[src/logic/cpu_pkg.sv]
package cpu_pkg;

  localparam int WORD_W     = 16;
  localparam int REG_IDX_W  = 3;
  localparam int NUM_REGS   = 8;
  localparam int FLAG_W     = 3;
  localparam int APB_ADDR_W = 4;

  typedef logic [WORD_W-1:0]     word_t;
  typedef logic [REG_IDX_W-1:0]  reg_idx_t;
  typedef logic [FLAG_W-1:0]     flags_t;    // {V, N, Z}
  typedef logic [APB_ADDR_W-1:0] apb_addr_t;
  typedef logic [2:0]            opcode_t;
  typedef logic [1:0]            op_t;

  localparam int FLAG_Z = 0;
  localparam int FLAG_N = 1;
  localparam int FLAG_V = 2;

  // instruction fields
  localparam int OPC_MSB  = 15;
  localparam int OPC_LSB  = 13;
  localparam int OP_MSB   = 12;
  localparam int OP_LSB   = 11;
  localparam int RN_MSB   = 10;
  localparam int RN_LSB   = 8;
  localparam int RD_MSB   = 7;
  localparam int RD_LSB   = 5;
  localparam int SH_MSB   = 4;
  localparam int SH_LSB   = 3;
  localparam int RM_MSB   = 2;
  localparam int RM_LSB   = 0;
  localparam int IMM8_MSB = 7;
  localparam int IMM8_LSB = 0;

  localparam opcode_t OPC_MOV = 3'b110;
  localparam opcode_t OPC_ALU = 3'b101;
  localparam op_t     OP_MOVI = 2'b10;   // with OPC_MOV
  localparam op_t     OP_MOV  = 2'b00;   // with OPC_MOV
  localparam op_t     OP_MVN  = 2'b11;
  localparam op_t     OP_ADD  = 2'b00;
  localparam op_t     OP_AND  = 2'b10;
  localparam op_t     OP_CMP  = 2'b01;

  // APB register map, word addresses
  localparam apb_addr_t ADDR_INSTR    = 4'd0;
  localparam apb_addr_t ADDR_FLAGS    = 4'd1;
  localparam apb_addr_t ADDR_REG_BASE = 4'd8;

  localparam int QUEUE_DEPTH = 4;
  localparam int QPTR_W      = $clog2(QUEUE_DEPTH);

  typedef logic [QPTR_W-1:0] qptr_t;
  typedef logic [QPTR_W:0]   qcnt_t;

  typedef enum logic [1:0] {SH_NONE, SH_LSL, SH_LSR, SH_ASR} shift_t;
  typedef enum logic [1:0] {ALU_ADD, ALU_SUB, ALU_AND, ALU_NOT} alu_op_t;
  typedef enum logic {WB_C, WB_IMM} wb_sel_t;

  typedef enum logic [2:0] {
    S_IDLE,
    S_MOVI,
    S_LOAD_A,
    S_LOAD_B,
    S_COMPUTE,
    S_WRITE
  } exec_state_t;

endpackage
[src/logic/dp_ctrl_if.sv]
interface dp_ctrl_if import cpu_pkg::*; ();

  reg_idx_t read_idx;     // operand read port
  reg_idx_t write_idx;
  logic     write_en;
  wb_sel_t  wb_sel;
  logic     load_a;
  logic     load_b;
  logic     zero_a;       // force A operand to zero
  logic     load_c;
  logic     load_flags;
  shift_t   shift;
  alu_op_t  alu_op;
  flags_t   flags;        // back from the datapath

  modport ctrl (
    output read_idx, write_idx, write_en, wb_sel, load_a, load_b,
    output zero_a, load_c, load_flags, shift, alu_op,
    input  flags
  );

  modport dp (
    input  read_idx, write_idx, write_en, wb_sel, load_a, load_b,
    input  zero_a, load_c, load_flags, shift, alu_op,
    output flags
  );

endinterface

[src/logic/cpu_top.sv]
module cpu_top import cpu_pkg::*; (
  input  logic      clk,
  input  logic      rst_n,
  input  logic      psel,
  input  logic      penable,
  input  logic      pwrite,
  input  apb_addr_t paddr,
  input  word_t     pwdata,
  output word_t     prdata,
  output logic      pready,
  output logic      pslverr
);

  logic     push;
  word_t    push_data;
  logic     full;
  logic     valid;
  word_t    instr;
  logic     pop;
  logic     empty;
  logic     idle;
  reg_idx_t dbg_idx;
  word_t    dbg_data;
  flags_t   flags;

  apb_instr_port u_apb (
    .clk       (clk),
    .rst_n     (rst_n),
    .psel      (psel),
    .penable   (penable),
    .pwrite    (pwrite),
    .paddr     (paddr),
    .pwdata    (pwdata),
    .prdata    (prdata),
    .pready    (pready),
    .pslverr   (pslverr),
    .push      (push),
    .push_data (push_data),
    .full      (full),
    .idle      (idle),
    .dbg_idx   (dbg_idx),
    .dbg_data  (dbg_data),
    .flags     (flags)
  );

  instr_queue u_queue (
    .clk       (clk),
    .rst_n     (rst_n),
    .push      (push),
    .push_data (push_data),
    .full      (full),
    .valid     (valid),
    .instr     (instr),
    .pop       (pop),
    .empty     (empty)
  );

  exec_core u_core (
    .clk      (clk),
    .rst_n    (rst_n),
    .valid    (valid),
    .instr    (instr),
    .pop      (pop),
    .empty    (empty),
    .idle     (idle),
    .dbg_idx  (dbg_idx),
    .dbg_data (dbg_data),
    .flags    (flags)
  );

endmodule

[src/logic/exec_core.sv]
module exec_core import cpu_pkg::*; (
  input  logic     clk,
  input  logic     rst_n,
  input  logic     valid,
  input  word_t    instr,
  output logic     pop,
  input  logic     empty,
  output logic     idle,
  input  reg_idx_t dbg_idx,
  output word_t    dbg_data,
  output flags_t   flags
);

  dp_ctrl_if bus ();

  word_t ir_q;
  word_t ir;
  word_t imm8_sx;
  logic  busy;

  always_ff @(posedge clk) begin
    if (pop)
      ir_q <= instr;              // current instruction
  end

  // decode sees the queue head while idle so dispatch costs no cycle
  assign ir      = busy ? ir_q : instr;
  assign imm8_sx = {{(WORD_W-IMM8_MSB-1){ir_q[IMM8_MSB]}}, ir_q[IMM8_MSB:IMM8_LSB]};
  assign idle    = empty && !busy;
  assign flags   = bus.flags;

  exec_ctrl u_ctrl (
    .clk   (clk),
    .rst_n (rst_n),
    .valid (valid),
    .pop   (pop),
    .ir    (ir),
    .busy  (busy),
    .ctrl  (bus.ctrl)
  );

  datapath u_dp (
    .clk      (clk),
    .rst_n    (rst_n),
    .ctrl     (bus.dp),
    .imm8     (imm8_sx),
    .dbg_idx  (dbg_idx),
    .dbg_data (dbg_data)
  );

endmodule

[src/logic/datapath.sv]
module datapath import cpu_pkg::*; (
  input  logic     clk,
  input  logic     rst_n,
  dp_ctrl_if.dp    ctrl,
  input  word_t    imm8,
  input  reg_idx_t dbg_idx,
  output word_t    dbg_data
);

  word_t  regs [NUM_REGS];
  word_t  rdata;
  word_t  wb_data;
  word_t  a_q;
  word_t  b_q;
  word_t  c_q;
  flags_t flags_q;
  word_t  a_val;
  word_t  b_sh;
  word_t  b_add;
  word_t  sum;
  word_t  alu_y;
  logic   sub;
  logic   ovf;
  flags_t flags_nxt;

  assign rdata    = regs[ctrl.read_idx];
  assign dbg_data = regs[dbg_idx];     // host read port
  assign wb_data  = (ctrl.wb_sel == WB_IMM) ? imm8 : c_q;

  always_ff @(posedge clk) begin
    if (ctrl.write_en)
      regs[ctrl.write_idx] <= wb_data;
    if (ctrl.load_a)
      a_q <= rdata;
    if (ctrl.load_b)
      b_q <= rdata;
    if (ctrl.load_c)
      c_q <= alu_y;
  end

  // shifter on B
  always_comb begin
    case (ctrl.shift)
      SH_LSL:  b_sh = {b_q[WORD_W-2:0], 1'b0};
      SH_LSR:  b_sh = {1'b0, b_q[WORD_W-1:1]};
      SH_ASR:  b_sh = {b_q[WORD_W-1], b_q[WORD_W-1:1]};
      default: b_sh = b_q;
    endcase
  end

  assign a_val = ctrl.zero_a ? '0 : a_q;
  assign sub   = (ctrl.alu_op == ALU_SUB);
  assign b_add = sub ? ~b_sh : b_sh;    // two's complement with carry in
  assign sum   = a_val + b_add + word_t'(sub);
  assign ovf   = (a_val[WORD_W-1] == b_add[WORD_W-1]) &&
                 (sum[WORD_W-1] != a_val[WORD_W-1]);

  always_comb begin
    case (ctrl.alu_op)
      ALU_AND: alu_y = a_val & b_sh;
      ALU_NOT: alu_y = ~b_sh;
      default: alu_y = sum;
    endcase
  end

  always_comb begin
    flags_nxt         = '0;
    flags_nxt[FLAG_Z] = (alu_y == '0);
    flags_nxt[FLAG_N] = alu_y[WORD_W-1];
    flags_nxt[FLAG_V] = ovf && (ctrl.alu_op inside {ALU_ADD, ALU_SUB});
  end

  always_ff @(posedge clk) begin
    if (!rst_n)
      flags_q <= '0;
    else if (ctrl.load_flags)
      flags_q <= flags_nxt;
  end

  assign ctrl.flags = flags_q;

endmodule

[src/logic/exec_ctrl.sv]
module exec_ctrl import cpu_pkg::*; (
  input  logic      clk,
  input  logic      rst_n,
  input  logic      valid,
  output logic      pop,
  input  word_t     ir,
  output logic      busy,
  dp_ctrl_if.ctrl   ctrl
);

  exec_state_t state;
  exec_state_t state_nxt;
  opcode_t     opcode;
  op_t         op;
  reg_idx_t    rn;
  reg_idx_t    rd;
  reg_idx_t    rm;
  logic        is_movi;
  logic        is_mov;
  logic        is_mvn;
  logic        is_add;
  logic        is_and;
  logic        is_cmp;

  assign opcode = ir[OPC_MSB:OPC_LSB];
  assign op     = ir[OP_MSB:OP_LSB];
  assign rn     = ir[RN_MSB:RN_LSB];
  assign rd     = ir[RD_MSB:RD_LSB];
  assign rm     = ir[RM_MSB:RM_LSB];

  assign is_movi = (opcode == OPC_MOV) && (op == OP_MOVI);
  assign is_mov  = (opcode == OPC_MOV) && (op == OP_MOV);
  assign is_mvn  = (opcode == OPC_ALU) && (op == OP_MVN);
  assign is_add  = (opcode == OPC_ALU) && (op == OP_ADD);
  assign is_and  = (opcode == OPC_ALU) && (op == OP_AND);
  assign is_cmp  = (opcode == OPC_ALU) && (op == OP_CMP);

  assign busy = (state != S_IDLE);
  assign pop  = valid && !busy;      // take the head word when idle

  always_comb begin
    state_nxt = state;
    case (state)
      S_IDLE: begin
        if (valid) begin
          if (is_movi)
            state_nxt = S_MOVI;
          else if (is_mov || is_mvn)
            state_nxt = S_LOAD_B;   // no Rn operand
          else if (is_add || is_and || is_cmp)
            state_nxt = S_LOAD_A;
          // unknown words retire here
        end
      end
      S_MOVI:    state_nxt = S_IDLE;
      S_LOAD_A:  state_nxt = S_LOAD_B;
      S_LOAD_B:  state_nxt = S_COMPUTE;
      S_COMPUTE: state_nxt = S_WRITE;
      S_WRITE:   state_nxt = S_IDLE;
      default:   state_nxt = S_IDLE;
    endcase
  end

  always_ff @(posedge clk) begin
    if (!rst_n)
      state <= S_IDLE;
    else
      state <= state_nxt;
  end

  // datapath controls
  assign ctrl.read_idx   = (state == S_LOAD_A) ? rn : rm;
  assign ctrl.load_a     = (state == S_LOAD_A);
  assign ctrl.load_b     = (state == S_LOAD_B);
  assign ctrl.load_c     = (state == S_COMPUTE);
  assign ctrl.load_flags = (state == S_COMPUTE) && is_cmp;
  assign ctrl.zero_a     = is_mov || is_mvn;
  assign ctrl.shift      = shift_t'(ir[SH_MSB:SH_LSB]);
  assign ctrl.write_idx  = (state == S_MOVI) ? rn : rd;
  assign ctrl.write_en   = (state == S_MOVI) || ((state == S_WRITE) && !is_cmp);
  assign ctrl.wb_sel     = (state == S_MOVI) ? WB_IMM : WB_C;

  always_comb begin
    if (is_mvn)
      ctrl.alu_op = ALU_NOT;
    else if (is_and)
      ctrl.alu_op = ALU_AND;
    else if (is_cmp)
      ctrl.alu_op = ALU_SUB;
    else
      ctrl.alu_op = ALU_ADD;   // ADD, and MOV with A forced to zero
  end

  a_state_legal : assert property (
    @(posedge clk) disable iff (!rst_n)
    state inside {S_IDLE, S_MOVI, S_LOAD_A, S_LOAD_B, S_COMPUTE, S_WRITE}
  ) else $error("exec_ctrl: illegal state %0d", state);

endmodule

[src/logic/instr_queue.sv]
module instr_queue import cpu_pkg::*; (
  input  logic  clk,
  input  logic  rst_n,
  input  logic  push,
  input  word_t push_data,
  output logic  full,
  output logic  valid,
  output word_t instr,
  input  logic  pop,
  output logic  empty
);

  word_t mem [QUEUE_DEPTH];
  qptr_t wr_ptr;
  qptr_t rd_ptr;
  qcnt_t count;
  logic  do_push;
  logic  do_pop;

  function automatic qptr_t ptr_inc(qptr_t p);
    if (p == qptr_t'(QUEUE_DEPTH - 1))
      return '0;
    return p + 1'b1;
  endfunction

  assign do_push = push && !full;
  assign do_pop  = pop && !empty;

  assign full  = (count == qcnt_t'(QUEUE_DEPTH));
  assign empty = (count == '0);
  assign valid = !empty;
  assign instr = mem[rd_ptr];      // head of queue

  always_ff @(posedge clk) begin
    if (do_push)
      mem[wr_ptr] <= push_data;
  end

  always_ff @(posedge clk) begin
    if (!rst_n) begin
      wr_ptr <= '0;
      rd_ptr <= '0;
      count  <= '0;
    end else begin
      if (do_push)
        wr_ptr <= ptr_inc(wr_ptr);
      if (do_pop)
        rd_ptr <= ptr_inc(rd_ptr);
      case ({do_push, do_pop})
        2'b10:   count <= count + 1'b1;
        2'b01:   count <= count - 1'b1;
        default: count <= count;   // both or neither
      endcase
    end
  end

  a_no_push_full : assert property (
    @(posedge clk) disable iff (!rst_n) push |-> !full
  ) else $error("instr_queue: push while full");

  a_no_pop_empty : assert property (
    @(posedge clk) disable iff (!rst_n) pop |-> !empty
  ) else $error("instr_queue: pop while empty");

endmodule

[src/logic/apb_instr_port.sv]
module apb_instr_port import cpu_pkg::*; (
  input  logic      clk,
  input  logic      rst_n,
  input  logic      psel,
  input  logic      penable,
  input  logic      pwrite,
  input  apb_addr_t paddr,
  input  word_t     pwdata,
  output word_t     prdata,
  output logic      pready,
  output logic      pslverr,
  output logic      push,
  output word_t     push_data,
  input  logic      full,
  input  logic      idle,
  output reg_idx_t  dbg_idx,
  input  word_t     dbg_data,
  input  flags_t    flags
);

  logic access;
  logic is_instr;
  logic is_flags;
  logic is_reg;
  logic legal_wr;
  logic legal_rd;
  logic bad_acc;

  assign access   = psel && penable;
  assign is_instr = (paddr == ADDR_INSTR);
  assign is_flags = (paddr == ADDR_FLAGS);
  assign is_reg   = (paddr >= ADDR_REG_BASE);   // R0..R7 at 8..15

  assign legal_wr = pwrite && is_instr;
  assign legal_rd = !pwrite && (is_flags || is_reg);
  assign bad_acc  = !(legal_wr || legal_rd);

  // a queued write needs a free slot
  assign push      = access && legal_wr && !full;
  assign push_data = pwdata;

  // reads wait until every earlier instruction has retired
  always_comb begin
    pready = 1'b0;
    if (access) begin
      if (bad_acc)
        pready = 1'b1;
      else if (legal_wr)
        pready = !full;
      else
        pready = idle;
    end
  end

  assign pslverr = access && bad_acc;

  assign dbg_idx = reg_idx_t'(paddr - ADDR_REG_BASE);

  always_comb begin
    if (is_reg)
      prdata = dbg_data;
    else if (is_flags)
      prdata = word_t'(flags);   // zero-extended
    else
      prdata = '0;
  end

  a_penable_needs_psel : assert property (
    @(posedge clk) disable iff (!rst_n) penable |-> psel
  ) else $error("apb: penable high without psel");

endmodule

[config.mk]
export PLATFORM = sky130hd
export DESIGN_NAME = cpu_top
export DESIGN_NICKNAME = d
export VERILOG_FILES = /design/src/logic/cpu_pkg.sv /design/src/logic/dp_ctrl_if.sv /design/src/logic/cpu_top.sv /design/src/logic/exec_core.sv /design/src/logic/datapath.sv /design/src/logic/exec_ctrl.sv /design/src/logic/instr_queue.sv /design/src/logic/apb_instr_port.sv
export SDC_FILE = /design/constraint.sdc
export NUM_CORES = 1
export LEC_CHECK = 0
export BUFFER_PORTS_ARGS = -buffer_cell sky130_fd_sc_hd__clkbuf_2
export CELL_PAD_IN_SITES_DETAIL_PLACEMENT = 2
export CELL_PAD_IN_SITES_GLOBAL_PLACEMENT = 2
export CORE_MARGIN = 2
export CORE_UTILIZATION = 45
export DETAILED_ROUTE_END_ITERATION = 8
export PLACE_DENSITY_LB_ADDON = 0.1
export SKIP_LAST_GASP = 1
export SYNTH_ARGS = -nofsm -noshare
export SYNTH_HDL_FRONTEND = slang
export SYNTH_SLANG_ARGS = --single-unit
[constraint.sdc]
create_clock -name clk -period 5.8 [get_ports clk]
set_input_delay 0 -clock clk [delete_from_list [all_inputs] [get_ports clk]]
set_output_delay 0 -clock clk [all_outputs]
set_load 0.1 [all_outputs]
Word level (Yosys, flattened, before mapping) --
Memories as Yosys holds them, arrays and structs flattened. A register that Yosys moved wholly into a read port is not among the register bits. Index checks and enable logic that the tools add are counted.
Storage, ports and cells: bits in writable memories 192, register bits 77, memories 2
Cells by class: bitwise operators 2, reductions and logical operators 42, $add $sub $neg 7, mux-type cells 39, eq/ne operators 26, $lt $le $gt $ge 1
Memory list:
- u_core.u_dp.regs | words 8, bits a word 16, read ports 2, clocked after Yosys merged registers in 0, write ports 1, line datapath.sv:10 | word_t regs [NUM_REGS];
- u_queue.mem | words 4, bits a word 16, read ports 1, clocked after Yosys merged registers in 1, write ports 1, line instr_queue.sv:13 | word_t mem [QUEUE_DEPTH];
Operators by type and width (number):
- 2-to-1 mux 16 bit | 5
- one-hot mux 16 bit (3 select lines) | 1
- one-hot mux 16 bit (2 select lines) | 1
- 2-to-1 mux 3 bit | 7
- logical AND 1 bit | 20
- equality test 2 bit, second input constant | 9
- adder 16 x 1 -> 16 bit | 1
- adder 16 bit | 1
- bitwise AND 16 bit | 1
- zero test 16 bit | 1
- 2-to-1 mux 2 bit | 8
- NOT 16 bit | 1
- equality test 3 bit, second input constant | 5
- 2-to-1 mux 1 bit | 15
- one-hot mux 3 bit (4 select lines) | 1
- equality test 2 x 1 -> 1 bit, second input constant | 4
- equality test 3 x 2 -> 1 bit, second input constant | 2
- zero test 1 bit | 6
- zero test 3 bit | 2
- logical OR 1 bit | 6
- one-hot mux 3 bit (2 select lines) | 1
- subtractor 3 x 1 -> 3 bit, second input constant | 2
- adder 2 x 1 -> 2 bit, second input constant | 2
- equality test 4 x 1 -> 1 bit, second input constant | 1
- other kinds (12) | 14

Depth between registers and ports, before layout --
depth after elaboration 14, mapped depth 20, depth with buffers taken out 17

Cells and area by module --
A second synthesis with hierarchy kept.
Second synthesis, totals: cells, all modules 870, area, all modules 13734.4 um^2
Modules (own cells, without submodules):
- datapath | cells an instance 599, instances 1, seq. area each 5345.1 um^2, area an instance 9436.6 um^2
- instr_queue | cells an instance 140, instances 1, seq. area each 2102.0 um^2, area an instance 2842.7 um^2
- exec_core | cells an instance 35, instances 1, seq. area each 480.5 um^2, area an instance 734.5 um^2
- exec_ctrl | cells an instance 44, instances 1, seq. area each 60.1 um^2, area an instance 372.9 um^2
- apb_instr_port | cells an instance 52, instances 1, seq. area each 0.0 um^2, area an instance 347.8 um^2

Worst setup path after synthesis --
No wires, ideal clock.
path kind register to register, start point register (tool-made name), end point register u_core.u_dp.flags_q[0] (netlist: u_core.u_dp.ctrl.flags[0]), setup slack 914 ps, arrival time 4818 ps, setup time 69 ps, stages on the path, launching flop included 20, required time 5731 ps, period minus slack after synthesis 4886 ps, path buffers 3, path through dfxtp_1 buf_6 mux4_2 mux2_4 or4_4 a21o_1 buf_2 clkbuf_1 and2_1 ha_1 nor2b_1 o21a_1 a311o_1 a21o_1 xnor2_1 o221ai_1 or4_1 nor4_2 nand4b_1 o21ai_1
RTL lines:
- end signal: assignment | line datapath.sv:77 | flags_q <= flags_nxt;
- end: declaration | line datapath.sv:16 | flags_t flags_q;

==> qor.csv <==
metric,value,unit
status,finished clean,
pwr-share-comb,46.8,%
share_seq_of_total_power,30.7,%
overflow,0,
worst-setup-path-type,flop to flop,
setup_viol,0,
areaGrowthSynthToFinish,14.3,%
power_leakage,5.33,nW
yosysUniqueCellTypes,68,
power,8.28,mW
ys_seq_area_share,59.5,%
rows,63,
fillers,2668,
grt_antenna_before_repair,0,
routed_via_density,6.07,
timing.fmax,190,MHz
drive_gt1_share,23.4,%
synth_enable_flop_cells,256,
swShare,38.9,%
port_buffers,42,
critPathCaptureType,flop,
synth_ff_type,edfxtp_1,
slew_headroom,31.2,%
grt_max_degree,35,
synthArstFlopShare,0,%
path_max_fanout,6,
dieHeight,177,um
nNetsFinal,1018,
core-area,0.0295,mm^2
startpoint_type,flop,
htree_levels,1,
setup_tns,0,ps
dpl.hpwl,26.3,mm
cp.arrival,5730,ps
track_usage,25.6,%
avgSynthCellArea,15.0,um^2
syn_area,0.0134,mm^2
slew_viol_final,0,
fin_crit_sh,90.5,%
cts_tree,yes,
clk_pin_slew,60,ps
dieArea,0.0312,mm^2
root_buffer,clkbuf_16,
grt_pass1_vias,9257,
wirelength,39.0,mm
drt_first_iter_violations,622,
final_hold_viol_count,0,
start_util,45.5,%
cts_inserted_buffers,30,
ant_nets,0,
finalClockSkew,48.7,ps
clockBufferDepth,3,
min_period,5250,ps
ios,43,
fp.dieW,177,um
cts_resized,0,
p_switching,3.22,mW
hp-class,primary input to flop,
wire_per_inst,28.2,um
p_per_area,540,mW/mm^2
ys_ff_latch,271,
required,6280,ps
cts.sinks,271,
diodes,0,
tightest_slew,1030,ps
clkPwrFrac,22.5,%
route.detailed.drc,0,
drv_cap,0,
synth_warnings,0,
synth_nets,943,
dr.pass1.iters,5,
synthCells,896,
internal-power,5.06,mW
rsz0062_at_grt,false,
num_vias,8397,
clk_latency,590,ps
grt_pass1_wl,59.3,mm
place.gp.congestion,0.846,
peakVddDrop,0.000292,V
## registers in the layout, indices dropped and copies added, names as in the netlist, 16 cells and up, named ones only
register,cells
u_core.u_dp.regs,128
u_queue.mem,64
u_core.ir_q,16
u_core.u_dp.a_q,16
u_core.u_dp.b_q,16
u_core.u_dp.c_q,16
## worst max-delay path: stages, from the launching register on
cell	delay, ps
dfxtp_1	490
mux4_1	740
a211oi_1	480
mux2_2	260
a31oi_1	90
or3_1	450
fa_1	470
nor2b_1	140
o21a_1	150
a311o_1	300
a21oi_1	120
o21ai_0	380
a211oi_1	180
or3_1	430
nor4_2	250
nand4b_1	120
o21ai_1	110
## per-layer routing
layer | track usage, % | part of all wire (%) | routed length (um)
met4 | 5.82 | 1.9 | 733
met1 | 34.3 | 43 | 16800
met2 | 44.4 | 51 | 19800
met5 | 0 | 0 | 0
met3 | 3.89 | 4.3 | 1680
## metrics by stage
| step | std cells | setup slack (ps) | instance area [um^2] | utilization [%] | hold WS, ps |
|---|---|---|---|---|---|
| after global routing | 1384 | 128 | 15300 | 52.0 | 110 |
| after CTS | 1381 | 305 | 15300 | 51.9 | 35.8 |
| after floorplan | 896 | 914 | 13400 | - | 98.9 |
| after detailed placement | 1309 | 407 | 14200 | 48.1 | 230 |
| after global placement | 1309 | 641 | 14200 | 48.1 | 211 |
| final | 1384 | 549 | 15300 | 52.0 | 50.0 |
## power groups by stage
stage	Clock [mW]	Sequential, mW	Combinational (mW)
2_1_floorplan	0	2.52	2.68
3_3_place_gp	0	2.57	3.64
3_5_place_dp	0	2.58	3.77
4_1_cts	1.89	2.54	3.85
5_1_grt	1.95	2.55	4.24
6_report	1.86	2.54	3.88
## path summary, 6_finish.rpt
check | start | to | slack, ps | depth (start not counted)
max | flop | u_core.u_dp.ctrl.flags[0]$_SDFFE_PN0P_ | 550 | 16
min | penable | u_queue.wr_ptr[1]$_SDFFE_PN0P_ | 50 | 5
max reg2reg | flop | u_core.u_dp.ctrl.flags[0]$_SDFFE_PN0P_ | 550 | 16
min reg2reg | u_core.u_dp.ctrl.flags[0]$_SDFFE_PN0P_ | u_core.u_dp.ctrl.flags[0]$_SDFFE_PN0P_ | 560 | 2
## cells in the mapped netlist (4+ instances only)
cell      number  area share (%)
edfxtp_1     256              57
mux4_2        79              13
nand2_1       66             1.8
nor2_1        46             1.3
mux2i_1       37             2.8
clkbuf_1      36             1.0
a21oi_1       33             1.2
and2_1        31             1.4
nor2b_1       26             1.2
mux2_2        22             1.8
a21o_1        20             1.1
ha_1          20             1.9
xnor2_1       20             1.3
o21ai_0       17            0.63
dfxtp_1       15             2.2
inv_1         13            0.36
a211oi_1      11            0.61
nand2b_1      10            0.47
nor3_1        10            0.37
nand4_1        9            0.42
o211a_1        8            0.60
a31oi_1        7            0.33
or3_1          7            0.33
and3_1         6            0.28
buf_2          6            0.22
nand3_1        6            0.22
buf_1          5            0.14
o21a_1         5            0.28
xor2_1         5            0.33
a22o_1         4            0.26
## repair_timing
| item | CTS | global route |
|---|---|---|
| endpoints found under the hold margin | 74 | 0 |
| setup buffers | 0 | 3 |
| setup endpoints to repair | 0 | 1 |
| hold buffers | 17 | 0 |
## cell families after synthesis
family                   count (synthesis)  share of synthesized area [%]
buffers and inverters                   61                           1.82
XOR/XNOR                                25                           1.63
multiplexers                           143                           18.6
AND/OR/NAND/NOR                        236                           9.06
flip-flops                             271                           59.5
AO/OA/AOI/OAI                          138                           7.24
adder cells (fa/ha/maj)                 22                           2.16
## placed cells by master (no fill, tap or decap), types with 22 or more instances in the layout
| master | count |
|---|---|
| mux2_2 | 22 |
| clkbuf_16 | 30 |
| edfxtp_1 | 256 |
| and2_1 | 31 |
| nand2_1 | 66 |
| mux2i_1 | 36 |
| clkbuf_2 | 42 |
| a21oi_1 | 33 |
| nor2_1 | 46 |
| nor2b_1 | 26 |
| mux4_2 | 79 |
| buf_4 | 31 |
## layout make-up
cell class / instances / area (um^2) / area share (%)
sequential: 271 / 7990 / 52.1
multi-input combinational: 564 / 5220 / 34.0
clock buffer: 36 / 773 / 5.04
timing repair buffer: 91 / 633 / 4.13
tap: 390 / 488 / 3.18
clock inverter: 19 / 191 / 1.25
inverter: 13 / 48.8 / 0.318
Power figures use the tool's default switching activity.
